$ cat config.mk
export PLATFORM = sky130hd
export DESIGN_NAME = commit_top
export DESIGN_NICKNAME = d
export VERILOG_FILES = /design/src/logic/commit_pkg.sv /design/src/logic/wb_slot_if.sv /design/src/logic/wb_stage.sv /design/src/logic/commit_ctrl.sv /design/src/logic/excp_csr.sv /design/src/logic/commit_top.sv
export VERILOG_INCLUDE_DIRS = /design/src /design/src/logic
export SDC_FILE = /design/constraint.sdc
export NUM_CORES = 1
export LEC_CHECK = 0
export BUFFER_PORTS_ARGS = -buffer_cell sky130_fd_sc_hd__buf_2
export CORE_AREA = 2 2 184 186
export DETAILED_ROUTE_END_ITERATION = 10
export DIE_AREA = 0 0 186 188
export HOLD_SLACK_MARGIN = 0.03
export MAX_ROUTING_LAYER = met4
export PLACE_DENSITY_LB_ADDON = 0.1
export SYNTH_ARGS = -nofsm -noshare
export SYNTH_HDL_FRONTEND = slang
export SYNTH_HIERARCHICAL = 1
export SYNTH_SLANG_ARGS = --single-unit
$ cat constraint.sdc
create_clock -name clk -period 4.3 [get_ports clk]
set_input_delay 0.645 -clock clk [delete_from_list [all_inputs] [get_ports clk]]
set_output_delay 0.645 -clock clk [all_outputs]
set_load 0.1 [all_outputs]
$ cat src/logic/commit_defines.svh
`ifndef COMMIT_DEFINES_SVH
`define COMMIT_DEFINES_SVH

`define REG_W       32
`define INSTR_W     32
`define REG_ADDR_W  5
`define ALUOP_W     8
`define EXCP_NUM_W  16
`define ECODE_W     6
`define ESUBCODE_W  9
`define VPPN_W      19
`define PAGE_OFS_W  13
`define STALL_W     5

// alu operation codes that end a commit group
`define EXE_SYSCALL_OP  8'b0001_0101
`define EXE_BREAK_OP    8'b0001_0110
`define EXE_ERTN_OP     8'b0010_1010

`define ECODE_INT   6'h00
`define ECODE_PIL   6'h01
`define ECODE_PIS   6'h02
`define ECODE_PIF   6'h03
`define ECODE_PME   6'h04
`define ECODE_PPI   6'h07
`define ECODE_ADEF  6'h08
`define ECODE_ADEM  6'h08
`define ECODE_ALE   6'h09
`define ECODE_SYS   6'h0b
`define ECODE_BRK   6'h0c
`define ECODE_INE   6'h0d
`define ECODE_IPE   6'h0e
`define ECODE_TLBR  6'h3f

`define ESUBCODE_ADEF  9'h000
`define ESUBCODE_ADEM  9'h001

`define EXCP_ENTRY  32'h1c00_8000

`endif

$ cat src/logic/commit_pkg.sv
`include "commit_defines.svh"

package commit_pkg;

    // faulting virtual address split at the 8 KB page boundary
    typedef struct packed {
        logic [`VPPN_W-1:0]     vppn;
        logic [`PAGE_OFS_W-1:0] offset;
    } bad_va_t;

    // result word, or the faulting address on a memory exception
    typedef union packed {
        logic [`REG_W-1:0] word;
        bad_va_t           va;
    } wb_data_u;

    // decoded cause handed to the exception csrs
    typedef struct packed {
        logic [`ECODE_W-1:0]    ecode;
        logic [`ESUBCODE_W-1:0] esubcode;
        logic                   va_error;
        logic [`REG_W-1:0]      badv;
        logic                   tlb_refill;
        logic                   tlb_excp;
        logic [`VPPN_W-1:0]     vppn;
    } excp_cause_t;

endpackage

$ cat src/logic/wb_slot_if.sv
`timescale 1ns/100ps
`include "commit_defines.svh"

interface wb_slot_if
    import commit_pkg::*;
(
    input logic clk
);

    logic                    valid;
    logic [`ALUOP_W-1:0]     aluop;
    logic [`REG_W-1:0]       pc;
    logic [`INSTR_W-1:0]     instr;
    wb_data_u                wdata;
    logic [`REG_ADDR_W-1:0]  rd;
    logic                    we;
    logic [`EXCP_NUM_W-1:0]  excp_num;

    modport producer (
        output valid, aluop, pc, instr, wdata, rd, we, excp_num
    );

    // commit side also samples the clock for its checks
    modport consumer (
        input clk, valid, aluop, pc, instr, wdata, rd, we, excp_num
    );

endinterface

$ cat src/logic/wb_stage.sv
`timescale 1ns/100ps
`include "commit_defines.svh"

module wb_stage (
    input  logic                    clk,
    input  logic                    rst,
    input  logic                    flush_i,

    input  logic                    mem0_valid_i,
    input  logic [`ALUOP_W-1:0]     mem0_aluop_i,
    input  logic [`REG_W-1:0]       mem0_pc_i,
    input  logic [`INSTR_W-1:0]     mem0_instr_i,
    input  logic [`REG_W-1:0]       mem0_wdata_i,
    input  logic [`REG_ADDR_W-1:0]  mem0_rd_i,
    input  logic                    mem0_we_i,
    input  logic [`EXCP_NUM_W-1:0]  mem0_excp_num_i,

    input  logic                    mem1_valid_i,
    input  logic [`ALUOP_W-1:0]     mem1_aluop_i,
    input  logic [`REG_W-1:0]       mem1_pc_i,
    input  logic [`INSTR_W-1:0]     mem1_instr_i,
    input  logic [`REG_W-1:0]       mem1_wdata_i,
    input  logic [`REG_ADDR_W-1:0]  mem1_rd_i,
    input  logic                    mem1_we_i,
    input  logic [`EXCP_NUM_W-1:0]  mem1_excp_num_i,

    wb_slot_if.producer             slot0,
    wb_slot_if.producer             slot1
);

    // a flush kills whatever mem hands over this cycle
    always_ff @(posedge clk) begin
        if (rst || flush_i) begin
            slot0.valid <= 1'b0;
            slot1.valid <= 1'b0;
        end else begin
            slot0.valid <= mem0_valid_i;
            slot1.valid <= mem1_valid_i;
        end
    end

    always_ff @(posedge clk) begin
        slot0.aluop      <= mem0_aluop_i;
        slot0.pc         <= mem0_pc_i;
        slot0.instr      <= mem0_instr_i;
        slot0.wdata.word <= mem0_wdata_i;
        slot0.rd         <= mem0_rd_i;
        slot0.we         <= mem0_we_i;
        slot0.excp_num   <= mem0_excp_num_i;
        slot1.aluop      <= mem1_aluop_i;
        slot1.pc         <= mem1_pc_i;
        slot1.instr      <= mem1_instr_i;
        slot1.wdata.word <= mem1_wdata_i;
        slot1.rd         <= mem1_rd_i;
        slot1.we         <= mem1_we_i;
        slot1.excp_num   <= mem1_excp_num_i;
    end

    // issue fills slot0 first, so slot1 alone means upstream lost an instruction
    a_slot_order: assert property (@(posedge clk) disable iff (rst)
        slot1.valid |-> slot0.valid)
        else $error("wb_stage: slot1 valid without slot0");

endmodule

$ cat src/logic/commit_ctrl.sv
`timescale 1ns/100ps
`include "commit_defines.svh"

module commit_ctrl
    import commit_pkg::*;
(
    wb_slot_if.consumer             slot0,
    wb_slot_if.consumer             slot1,

    input  logic [1:0]              ex_stallreq_i,
    input  logic [1:0]              mem_stallreq_i,
    input  logic                    dispatch_stallreq_i,
    input  logic [`REG_W-1:0]       csr_era_i,

    output logic                    reg_we0_o,
    output logic [`REG_ADDR_W-1:0]  reg_waddr0_o,
    output logic [`REG_W-1:0]       reg_wdata0_o,
    output logic                    reg_we1_o,
    output logic [`REG_ADDR_W-1:0]  reg_waddr1_o,
    output logic [`REG_W-1:0]       reg_wdata1_o,
    output logic                    commit0_o,
    output logic                    commit1_o,

    output logic                    excp_o,
    output logic                    ertn_o,
    output logic [`REG_W-1:0]       era_o,
    output excp_cause_t             cause_o,

    output logic                    flush_o,
    output logic [`REG_W-1:0]       redirect_pc_o,
    output logic [`STALL_W-1:0]     stall_o
);

    logic                    excp0;
    logic                    excp1;
    logic                    s0_blocks_s1;
    logic                    ertn0;
    logic                    ertn1;
    logic [`EXCP_NUM_W-1:0]  excp_num;
    logic [`REG_W-1:0]       excp_pc;
    wb_data_u                excp_wdata;
    wb_data_u                fault_va;
    logic [3:0]              cause_idx;
    logic                    fetch_side;

    // slot0 excepting or ending the group squashes slot1
    assign excp0 = slot0.valid && (slot0.excp_num != '0);
    assign s0_blocks_s1 = excp0 || (slot0.valid && (slot0.aluop == `EXE_ERTN_OP ||
                          slot0.aluop == `EXE_SYSCALL_OP || slot0.aluop == `EXE_BREAK_OP));
    assign excp1 = slot1.valid && (slot1.excp_num != '0) && !s0_blocks_s1;

    assign commit0_o = slot0.valid && !excp0;
    assign commit1_o = slot1.valid && (slot1.excp_num == '0) && !s0_blocks_s1;

    assign reg_we0_o    = commit0_o && slot0.we;
    assign reg_waddr0_o = slot0.rd;
    assign reg_wdata0_o = slot0.wdata.word;
    assign reg_we1_o    = commit1_o && slot1.we;
    assign reg_waddr1_o = slot1.rd;
    assign reg_wdata1_o = slot1.wdata.word;

    assign ertn0  = commit0_o && (slot0.aluop == `EXE_ERTN_OP);
    assign ertn1  = commit1_o && (slot1.aluop == `EXE_ERTN_OP);
    assign excp_o = excp0 || excp1;
    assign ertn_o = ertn0 || ertn1;

    assign flush_o       = excp_o || ertn_o;
    assign redirect_pc_o = excp_o ? `EXCP_ENTRY : csr_era_i;

    // oldest exception wins
    always_comb begin
        if (excp0) begin
            excp_num   = slot0.excp_num;
            excp_pc    = slot0.pc;
            excp_wdata = slot0.wdata;
        end else if (excp1) begin
            excp_num   = slot1.excp_num;
            excp_pc    = slot1.pc;
            excp_wdata = slot1.wdata;
        end else begin
            excp_num   = '0;
            excp_pc    = '0;
            excp_wdata = '0;
        end
    end

    assign era_o = excp_pc;

    // lowest set bit has priority
    always_comb begin
        cause_idx = 4'd0;
        for (int i = `EXCP_NUM_W - 1; i >= 0; i--) begin
            if (excp_num[i]) begin
                cause_idx = 4'(i);
            end
        end
    end

    // fetch causes fault on the pc, data causes on the access address
    assign fetch_side     = (cause_idx >= 4'd1) && (cause_idx <= 4'd4);
    assign fault_va.word  = fetch_side ? excp_pc : excp_wdata.word;

    always_comb begin
        cause_o = '0;
        if (excp_o) begin
            case (cause_idx)
                4'd0: cause_o.ecode = `ECODE_INT;
                4'd1: begin
                    cause_o.ecode    = `ECODE_ADEF;
                    cause_o.esubcode = `ESUBCODE_ADEF;
                end
                4'd2, 4'd11: begin
                    cause_o.ecode      = `ECODE_TLBR;
                    cause_o.tlb_refill = 1'b1;
                end
                4'd3: cause_o.ecode = `ECODE_PIF;
                4'd4, 4'd13: cause_o.ecode = `ECODE_PPI;
                4'd5: cause_o.ecode = `ECODE_SYS;
                4'd6: cause_o.ecode = `ECODE_BRK;
                4'd7: cause_o.ecode = `ECODE_INE;
                4'd8: cause_o.ecode = `ECODE_IPE;
                4'd9: cause_o.ecode = `ECODE_ALE;
                4'd10: begin
                    cause_o.ecode    = `ECODE_ADEM;
                    cause_o.esubcode = `ESUBCODE_ADEM;
                end
                4'd12: cause_o.ecode = `ECODE_PME;
                4'd14: cause_o.ecode = `ECODE_PIS;
                default: cause_o.ecode = `ECODE_PIL;
            endcase
            cause_o.va_error = fetch_side || (cause_idx >= 4'd9);
            cause_o.tlb_excp = cause_idx inside {[4'd2:4'd4], [4'd11:4'd15]};
            if (cause_o.va_error) begin
                cause_o.badv = fault_va.word;
            end
            if (cause_o.tlb_excp) begin
                cause_o.vppn = fault_va.va.vppn;
            end
        end
    end

    // stall bits run {ex_mem, dispatch_ex, id_dispatch, if_id, unused}
    always_comb begin
        if ((|ex_stallreq_i) || (|mem_stallreq_i)) begin
            stall_o = 5'b11110;
        end else if (dispatch_stallreq_i) begin
            stall_o = 5'b11100;
        end else begin
            stall_o = 5'b00000;
        end
    end

    a_excp_ertn_excl: assert property (@(posedge slot0.clk) !(excp_o && ertn_o))
        else $error("commit_ctrl: exception and ertn in the same cycle");

    // a slot0 flush must take slot1 down with it
    a_slot0_squash: assert property (@(posedge slot0.clk) (excp0 || ertn0) |-> !commit1_o)
        else $error("commit_ctrl: slot1 retired behind a slot0 flush");

endmodule

$ cat src/logic/excp_csr.sv
`timescale 1ns/100ps
`include "commit_defines.svh"

module excp_csr
    import commit_pkg::*;
(
    input  logic                    clk,
    input  logic                    rst,
    input  logic                    excp_i,
    input  logic                    ertn_i,
    input  logic [`REG_W-1:0]       era_i,
    input  excp_cause_t             cause_i,

    output logic [`REG_W-1:0]       era_o,
    output logic [`ECODE_W-1:0]     ecode_o,
    output logic [`ESUBCODE_W-1:0]  esubcode_o,
    output logic [`REG_W-1:0]       badv_o,
    output logic [`VPPN_W-1:0]      tlbehi_vppn_o
);

    // era and estat cause always move, badv and tlbehi only for their causes
    always_ff @(posedge clk) begin
        if (rst) begin
            era_o         <= '0;
            ecode_o       <= '0;
            esubcode_o    <= '0;
            badv_o        <= '0;
            tlbehi_vppn_o <= '0;
        end else if (excp_i) begin
            era_o      <= era_i;
            ecode_o    <= cause_i.ecode;
            esubcode_o <= cause_i.esubcode;
            if (cause_i.va_error) begin
                badv_o <= cause_i.badv;
            end
            if (cause_i.tlb_excp) begin
                tlbehi_vppn_o <= cause_i.vppn;
            end
        end
    end

    // address faults are never interrupts, so the stored code is real
    a_va_ecode: assert property (@(posedge clk) disable iff (rst)
        excp_i && (cause_i.va_error || cause_i.tlb_excp) |=> ecode_o != `ECODE_INT)
        else $error("excp_csr: address exception latched ecode 0");

    a_refill_ecode: assert property (@(posedge clk) disable iff (rst)
        excp_i && cause_i.tlb_refill |=> ecode_o == `ECODE_TLBR)
        else $error("excp_csr: tlb refill latched a different ecode");

    // ertn returns through an era that an earlier exception stored
    a_ertn_era: assert property (@(posedge clk) disable iff (rst)
        ertn_i |-> era_o != '0)
        else $error("excp_csr: ertn with no stored return address");

endmodule

$ cat src/logic/commit_top.sv
`timescale 1ns/100ps
`include "commit_defines.svh"

module commit_top
    import commit_pkg::*;
(
    input  logic                    clk,
    input  logic                    rst,

    input  logic                    mem0_valid_i,
    input  logic [`ALUOP_W-1:0]     mem0_aluop_i,
    input  logic [`REG_W-1:0]       mem0_pc_i,
    input  logic [`INSTR_W-1:0]     mem0_instr_i,
    input  logic [`REG_W-1:0]       mem0_wdata_i,
    input  logic [`REG_ADDR_W-1:0]  mem0_rd_i,
    input  logic                    mem0_we_i,
    input  logic [`EXCP_NUM_W-1:0]  mem0_excp_num_i,

    input  logic                    mem1_valid_i,
    input  logic [`ALUOP_W-1:0]     mem1_aluop_i,
    input  logic [`REG_W-1:0]       mem1_pc_i,
    input  logic [`INSTR_W-1:0]     mem1_instr_i,
    input  logic [`REG_W-1:0]       mem1_wdata_i,
    input  logic [`REG_ADDR_W-1:0]  mem1_rd_i,
    input  logic                    mem1_we_i,
    input  logic [`EXCP_NUM_W-1:0]  mem1_excp_num_i,

    input  logic [1:0]              ex_stallreq_i,
    input  logic [1:0]              mem_stallreq_i,
    input  logic                    dispatch_stallreq_i,

    output logic                    reg_we0_o,
    output logic [`REG_ADDR_W-1:0]  reg_waddr0_o,
    output logic [`REG_W-1:0]       reg_wdata0_o,
    output logic                    reg_we1_o,
    output logic [`REG_ADDR_W-1:0]  reg_waddr1_o,
    output logic [`REG_W-1:0]       reg_wdata1_o,
    output logic                    commit0_o,
    output logic                    commit1_o,
    output logic                    flush_o,
    output logic [`REG_W-1:0]       redirect_pc_o,
    output logic [`STALL_W-1:0]     stall_o,

    output logic [`REG_W-1:0]       era_o,
    output logic [`ECODE_W-1:0]     ecode_o,
    output logic [`ESUBCODE_W-1:0]  esubcode_o,
    output logic [`REG_W-1:0]       badv_o,
    output logic [`VPPN_W-1:0]      tlbehi_vppn_o
);

    logic               excp;
    logic               ertn;
    logic [`REG_W-1:0]  excp_era;
    excp_cause_t        cause;

    wb_slot_if u_slot0_if (.clk(clk));
    wb_slot_if u_slot1_if (.clk(clk));

    wb_stage u_wb_stage (
        .flush_i (flush_o),
        .slot0   (u_slot0_if),
        .slot1   (u_slot1_if),
        .*
    );

    // stored era comes back as the ertn target
    commit_ctrl u_commit_ctrl (
        .slot0     (u_slot0_if),
        .slot1     (u_slot1_if),
        .csr_era_i (era_o),
        .excp_o    (excp),
        .ertn_o    (ertn),
        .era_o     (excp_era),
        .cause_o   (cause),
        .*
    );

    excp_csr u_excp_csr (
        .excp_i  (excp),
        .ertn_i  (ertn),
        .era_i   (excp_era),
        .cause_i (cause),
        .*
    );

endmodule

==> flow_summary.ini, run 1 <==
[global_routing]
antenna_found_initial = 1
grt_pass1_wl_mm = 49.9
overflow = 0
grt_usage = 0.192
grt_max_degree = 85
first_global_vias = 8613

[sta]
skew_ns = 0.0160
final.setup.tns_ns = 0
holdWs_ns = 0.218
worst_pin_slew_ns = 1.08
fin_crit_sh = 0.898
rsz0062_at_grt = no
maxSlewViolCount = 0
setup_viol = 0
slew-limit-headroom = 0.277
hold_violations = 0
min_period_ns = 3.86
max_freq_ghz = 0.259
setup_slack_ns = 0.438

[placement]
post-place-ws_ns = 0.514
gp_congestion = 0.810
dp_hpwl_mm = 23.5
portBuffers = 409

[logic_synthesis]
ys.warnings.count = 6
syn_inst = 1069
synth_area_per_cell_um2 = 10.3
syn-cell-area_um2 = 11000

[pwr]
p_leak_uw = 0.00642
ir_drop_v = 0.000298
power_density_nw_per_um2 = 506

[cts]
cts_inserted_buffers = 34
clk_latency_ns = 0.52
hold_buffers = 0
clk_pin_slew_ns = 0.06
root_buffer = clkbuf_16
post_cts_buffers = 0
cts_tree = built
cts_resized = 0
clock_sinks = 288
htreeDepth = 2
clock_path_buffers = 3

[floorplanning]
die_x_um = 186
core_area_um2 = 33100
io_pins = 475
die_y_um = 188
start_util = 0.331
dieArea_um2 = 35000
rows = 67

[worst_setup_path]
path_cells = nor4_2 > and4_1 > a21oi_4 > buf_4 > buf_4 > or3_2 > buf_2
critPathKind = flop to output pin
worstPathRequired_ns = 3.65
critPathLaunchType = flop
critPathSlowestCell = nor4_2
path_max_fanout = 29
max_stage_delay_ns = 0.48
path_buf_inv = 3
cp_top_family = simple AND/OR/NAND/NOR gates
worstSetupEndpointType = output pin
crit_top_cell = buf_4
crit_arrival_ns = 3.22

[detailed_routing]
post-route-drc-count = 0
dr.pass1.iters = 5
postRouteAntennaNets = 0
vias = 8903
first_iter_violations = 350
wirelength_mm = 33.9
wl_per_cell_um = 18.2
vias_per_cell = 4.79

[final_layout]
syn_to_final_growth_pct = 27.0
final_nets = 1645
fin_util = 0.421
drive_above_1_share = 0.409

[flow_run]
cap_violations = 0

[min_path]
hp-class = input pin to flop

[outcome]
status = complete, no violations
-- cells in the final DEF (no fill, tap or decap), types with 11 or more instances in the layout --
cell type and count:
a22o_1 32, dfxtp_1 288, a21bo_1 12, a22oi_1 20, buf_4 25, inv_1 23
mux2i_1 48, a221oi_1 14, o22ai_1 20, buf_2 408, nor2_1 74, a21oi_1 58
nor3_1 11, and3_1 29, a21bo_2 39, clkbuf_16 34, nand2_1 48, nor4_1 17
nand3_1 56
-- metal layers --
layer / track usage / wire (um) / vias up / part of all wire
met5: - / 0 / - / 0
met4: 0.0533 / 682 / 0 / 0.020
met3: 0.0433 / 2220 / 51 / 0.066
met2: 0.320 / 16300 / 298 / 0.48
met1: 0.233 / 14700 / 4202 / 0.43
li1: - / - / 4352 / -
-- where the power goes --
| part | internal [uW] | switching (uW) |
|---|---|---|
| registers | 2800 | 64.4 |
| logic | 315 | 1070 |
| clock network | 1690 | 1110 |
-- path summary, 6_finish.rpt --
path,end,depth (start not counted),startpoint,slack (ns)
hold / removal,u_wb_stage/slot1.wdata[25]$_DFF_P_,1,mem1_wdata_i[25],0.22
setup reg to reg,u_excp_csr/badv_o[5]$_SDFFE_PP0P_,12,u_wb_stage/slot0.excp_num[12]$_DFF_P_,0.52
setup / recovery,redirect_pc_o[15],7,u_wb_stage/slot0.excp_num[12]$_DFF_P_,0.44
hold reg to reg,u_excp_csr/ecode_o[0]$_SDFFE_PP0P_,2,u_excp_csr/ecode_o[0]$_SDFFE_PP0P_,0.49
-- layout make-up --
class	instances	area, um2
sequential	288	5770
multi-input combinational	600	4130
inverter	24	95.1
clock inverter	10	121
antenna	1	2.50
timing repair buffer	436	2290
fill	3341	19200
tap	448	561
clock buffer	50	971
-- registers in the layout (all words and copies together), names as in the netlist --
| register | cells |
|---|---|
| u_wb_stage/slot0.pc | 32 |
| u_excp_csr/tlbehi_vppn_o | 19 |
| u_wb_stage/slot1.rd | 5 |
| u_wb_stage/slot1.excp_num | 16 |
| u_wb_stage/slot0.we | 1 |
| u_wb_stage/slot1.pc | 32 |
| u_wb_stage/slot0.valid | 1 |
| u_wb_stage/slot1.we | 1 |
| u_excp_csr/era_o | 32 |
| u_wb_stage/slot0.rd | 5 |
| u_wb_stage/slot0.wdata | 32 |
| u_excp_csr/badv_o | 32 |
| u_wb_stage/slot0.aluop | 8 |
| u_wb_stage/slot1.aluop | 8 |
| u_wb_stage/slot1.valid | 1 |
| u_wb_stage/slot1.wdata | 32 |
| u_excp_csr/ecode_o | 6 |
| u_wb_stage/slot0.excp_num | 16 |
| u_excp_csr/esubcode_o | 9 |
-- through the flow --
step | cell area, um2 | total power, uW | cells
3_3_place_gp | 12800 | 4310 | 1796
2_1_floorplan | 11000 | 4030 | 1077
3_5_place_dp | 12800 | 4310 | 1796
4_1_cts | 13900 | 7150 | 1856
5_1_grt | 13900 | 7340 | 1857
6_report | 13900 | 7050 | 1857
No activity file was read; power rests on OpenSTA's default activity.
==> run 2: changes to the inputs <==
- CTS_CLUSTER_SIZE: unset -> 10
- RECOVER_POWER: unset -> 25
==> flow_summary.ini, run 2 (same netlist as run 1, synthesis figures left out) <==
[outcome]
status = complete, no violations

[detailed_routing]
vias_per_cell = 4.80
route.top_layer_used = met4
first_iter_violations = 342
route.met2.wl_mm = 16.4
wirelength_mm = 33.9
post-route-drc-count = 0
dr.pass1.iters = 6
vias = 8847
postRouteAntennaNets = 0
wl_met3_mm = 2.21
wl_per_cell_um = 18.4
met1Wirelength_mm = 14.6

[worst_setup_path]
critPathLaunchType = flop
critPathKind = flop to output pin
path_max_fanout = 29
crit_top_cell = buf_4
path_cells = nor4_2 > and4_1 > a21oi_4 > buf_4 > buf_4 > or3_2 > buf_2
worstSetupEndpointType = output pin
max_stage_delay_ns = 0.47
critPathSlowestCell = or3_2
cp_top_family = simple AND/OR/NAND/NOR gates
r2r_cells = 12
crit_arrival_ns = 3.19
r2r_slack_ns = 0.55
rr_endpoint = u_excp_csr/badv_o[5]$_SDFFE_PP0P_
path_buf_inv = 3
r2r_start = u_wb_stage/slot0.excp_num[12]$_DFF_P_
worstPathRequired_ns = 3.65

[sta]
skew_ns = 0.0155
max_freq_ghz = 0.261
min_period_ns = 3.84
worst_pin_slew_ns = 1.08
holdWs_ns = 0.227
fin_crit_sh = 0.892
rsz0062_at_grt = no
maxSlewViolCount = 0
final.setup.tns_ns = 0
setup_viol = 0
slew-limit-headroom = 0.277
hold_violations = 0

[pwr]
power_density_nw_per_um2 = 496
ir_drop_v = 0.000314
p_leak_uw = 0.00637

[final_layout]
syn_to_final_growth_pct = 26.0
ff_latch_area_um2 = 5770
drive_above_1_share = 0.406
multi_input_comb_area_um2 = 4130
final_nets = 1646
final_cell_count_no_fill = 1844
final_cell_mix = buf_2, dfxtp_1, nor2_1
layout_commonest_cell = buf_2
fillerInstances = 3347

[cts]
clk_pin_slew_ns = 0.06
clock_path_buffers = 3
cts_inserted_buffers = 35
clock_sinks = 288
root_buffer = clkbuf_16
clk_latency_ns = 0.51
cts_tree = built
htreeDepth = 2
post_cts_buffers = 0
hold_buffers = 0
cts_resized = 0

[flow_run]
cap_violations = 0

[placement]
dp.cells = 1796
gp_congestion = 0.810
portBuffers = 409
dp_hpwl_mm = 23.5

[floorplanning]
rows = 67
die_y_um = 188
io_pins = 475
die_x_um = 186
dieArea_um2 = 35000
core_area_um2 = 33100
start_util = 0.331

[global_routing]
grt_max_degree = 85
first_global_vias = 8656
antenna_found_initial = 1
grt_usage = 0.192
grt_pass1_wl_mm = 49.9
overflow = 0

[min_path]
min_from = mem1_pc_i[9]
holdPathEnd = u_wb_stage/slot1.pc[9]$_DFF_P_
hp-class = input pin to flop
whs_path_depth = 1
[run 2: cell count changes in the layout (fill, tap and decap cells not counted)]
cell	change
bufinv_16	-2
clkbuf_1	-4
clkbuf_16	+2
clkbuf_8	-3
clkinv_2	-4
clkinvlp_4	-1
inv_6	-1
[run 2: where the power goes]
group / internal, uW / switching, uW / total (uW)
clock network: 1560 / 1060 / 2610
registers: 2800 / 64.4 / 2860
logic: 315 / 1070 / 1380
[run 2: cell type report]
type                    count  share of cell area
diodes                      1            0.000181
well taps                 448              0.0405
clock buffers              45              0.0697
repair buffers            436               0.166
flip-flops and latches    288               0.417
inverters                  24             0.00687
multi-input cells         600               0.299
clock inverters             2             0.00181
[run 2: per-stage QoR]
stage	total power, uW	area (um2)	util	setup WS [ns]
3_5_place_dp	4310	12800	0.388	0.514
4_1_cts	6980	13800	0.418	0.412
2_1_floorplan	4030	11000	-	0.416
5_1_grt	7160	13800	0.418	0.279
3_3_place_gp	4310	12800	0.388	0.540
6_report	6860	13800	0.418	0.465
[run 2: metal layers]
metal	global-route usage	vias up
met5	-	-
li1	-	4340
met4	0.0457	0
met3	0.0458	47
met2	0.323	296
met1	0.232	4164
[run 2: worst max path at each step]
stage                                          startpoint                                 to  slack, ns  cells past startpoint
floorplan           u_wb_stage/slot0.excp_num[12]$_DFF_P_                          reg_we1_o       0.42                      7
global placement    u_wb_stage/slot0.excp_num[12]$_DFF_P_  u_excp_csr/badv_o[5]$_SDFFE_PP0P_       0.54                     12
detailed placement  u_wb_stage/slot0.excp_num[12]$_DFF_P_  u_excp_csr/badv_o[5]$_SDFFE_PP0P_       0.51                     12
CTS                 u_wb_stage/slot0.excp_num[12]$_DFF_P_                  redirect_pc_o[15]       0.41                      7
global route        u_wb_stage/slot0.excp_num[12]$_DFF_P_  u_excp_csr/badv_o[2]$_SDFFE_PP0P_       0.28                     12
finish              u_wb_stage/slot0.excp_num[12]$_DFF_P_                  redirect_pc_o[15]       0.46                      7
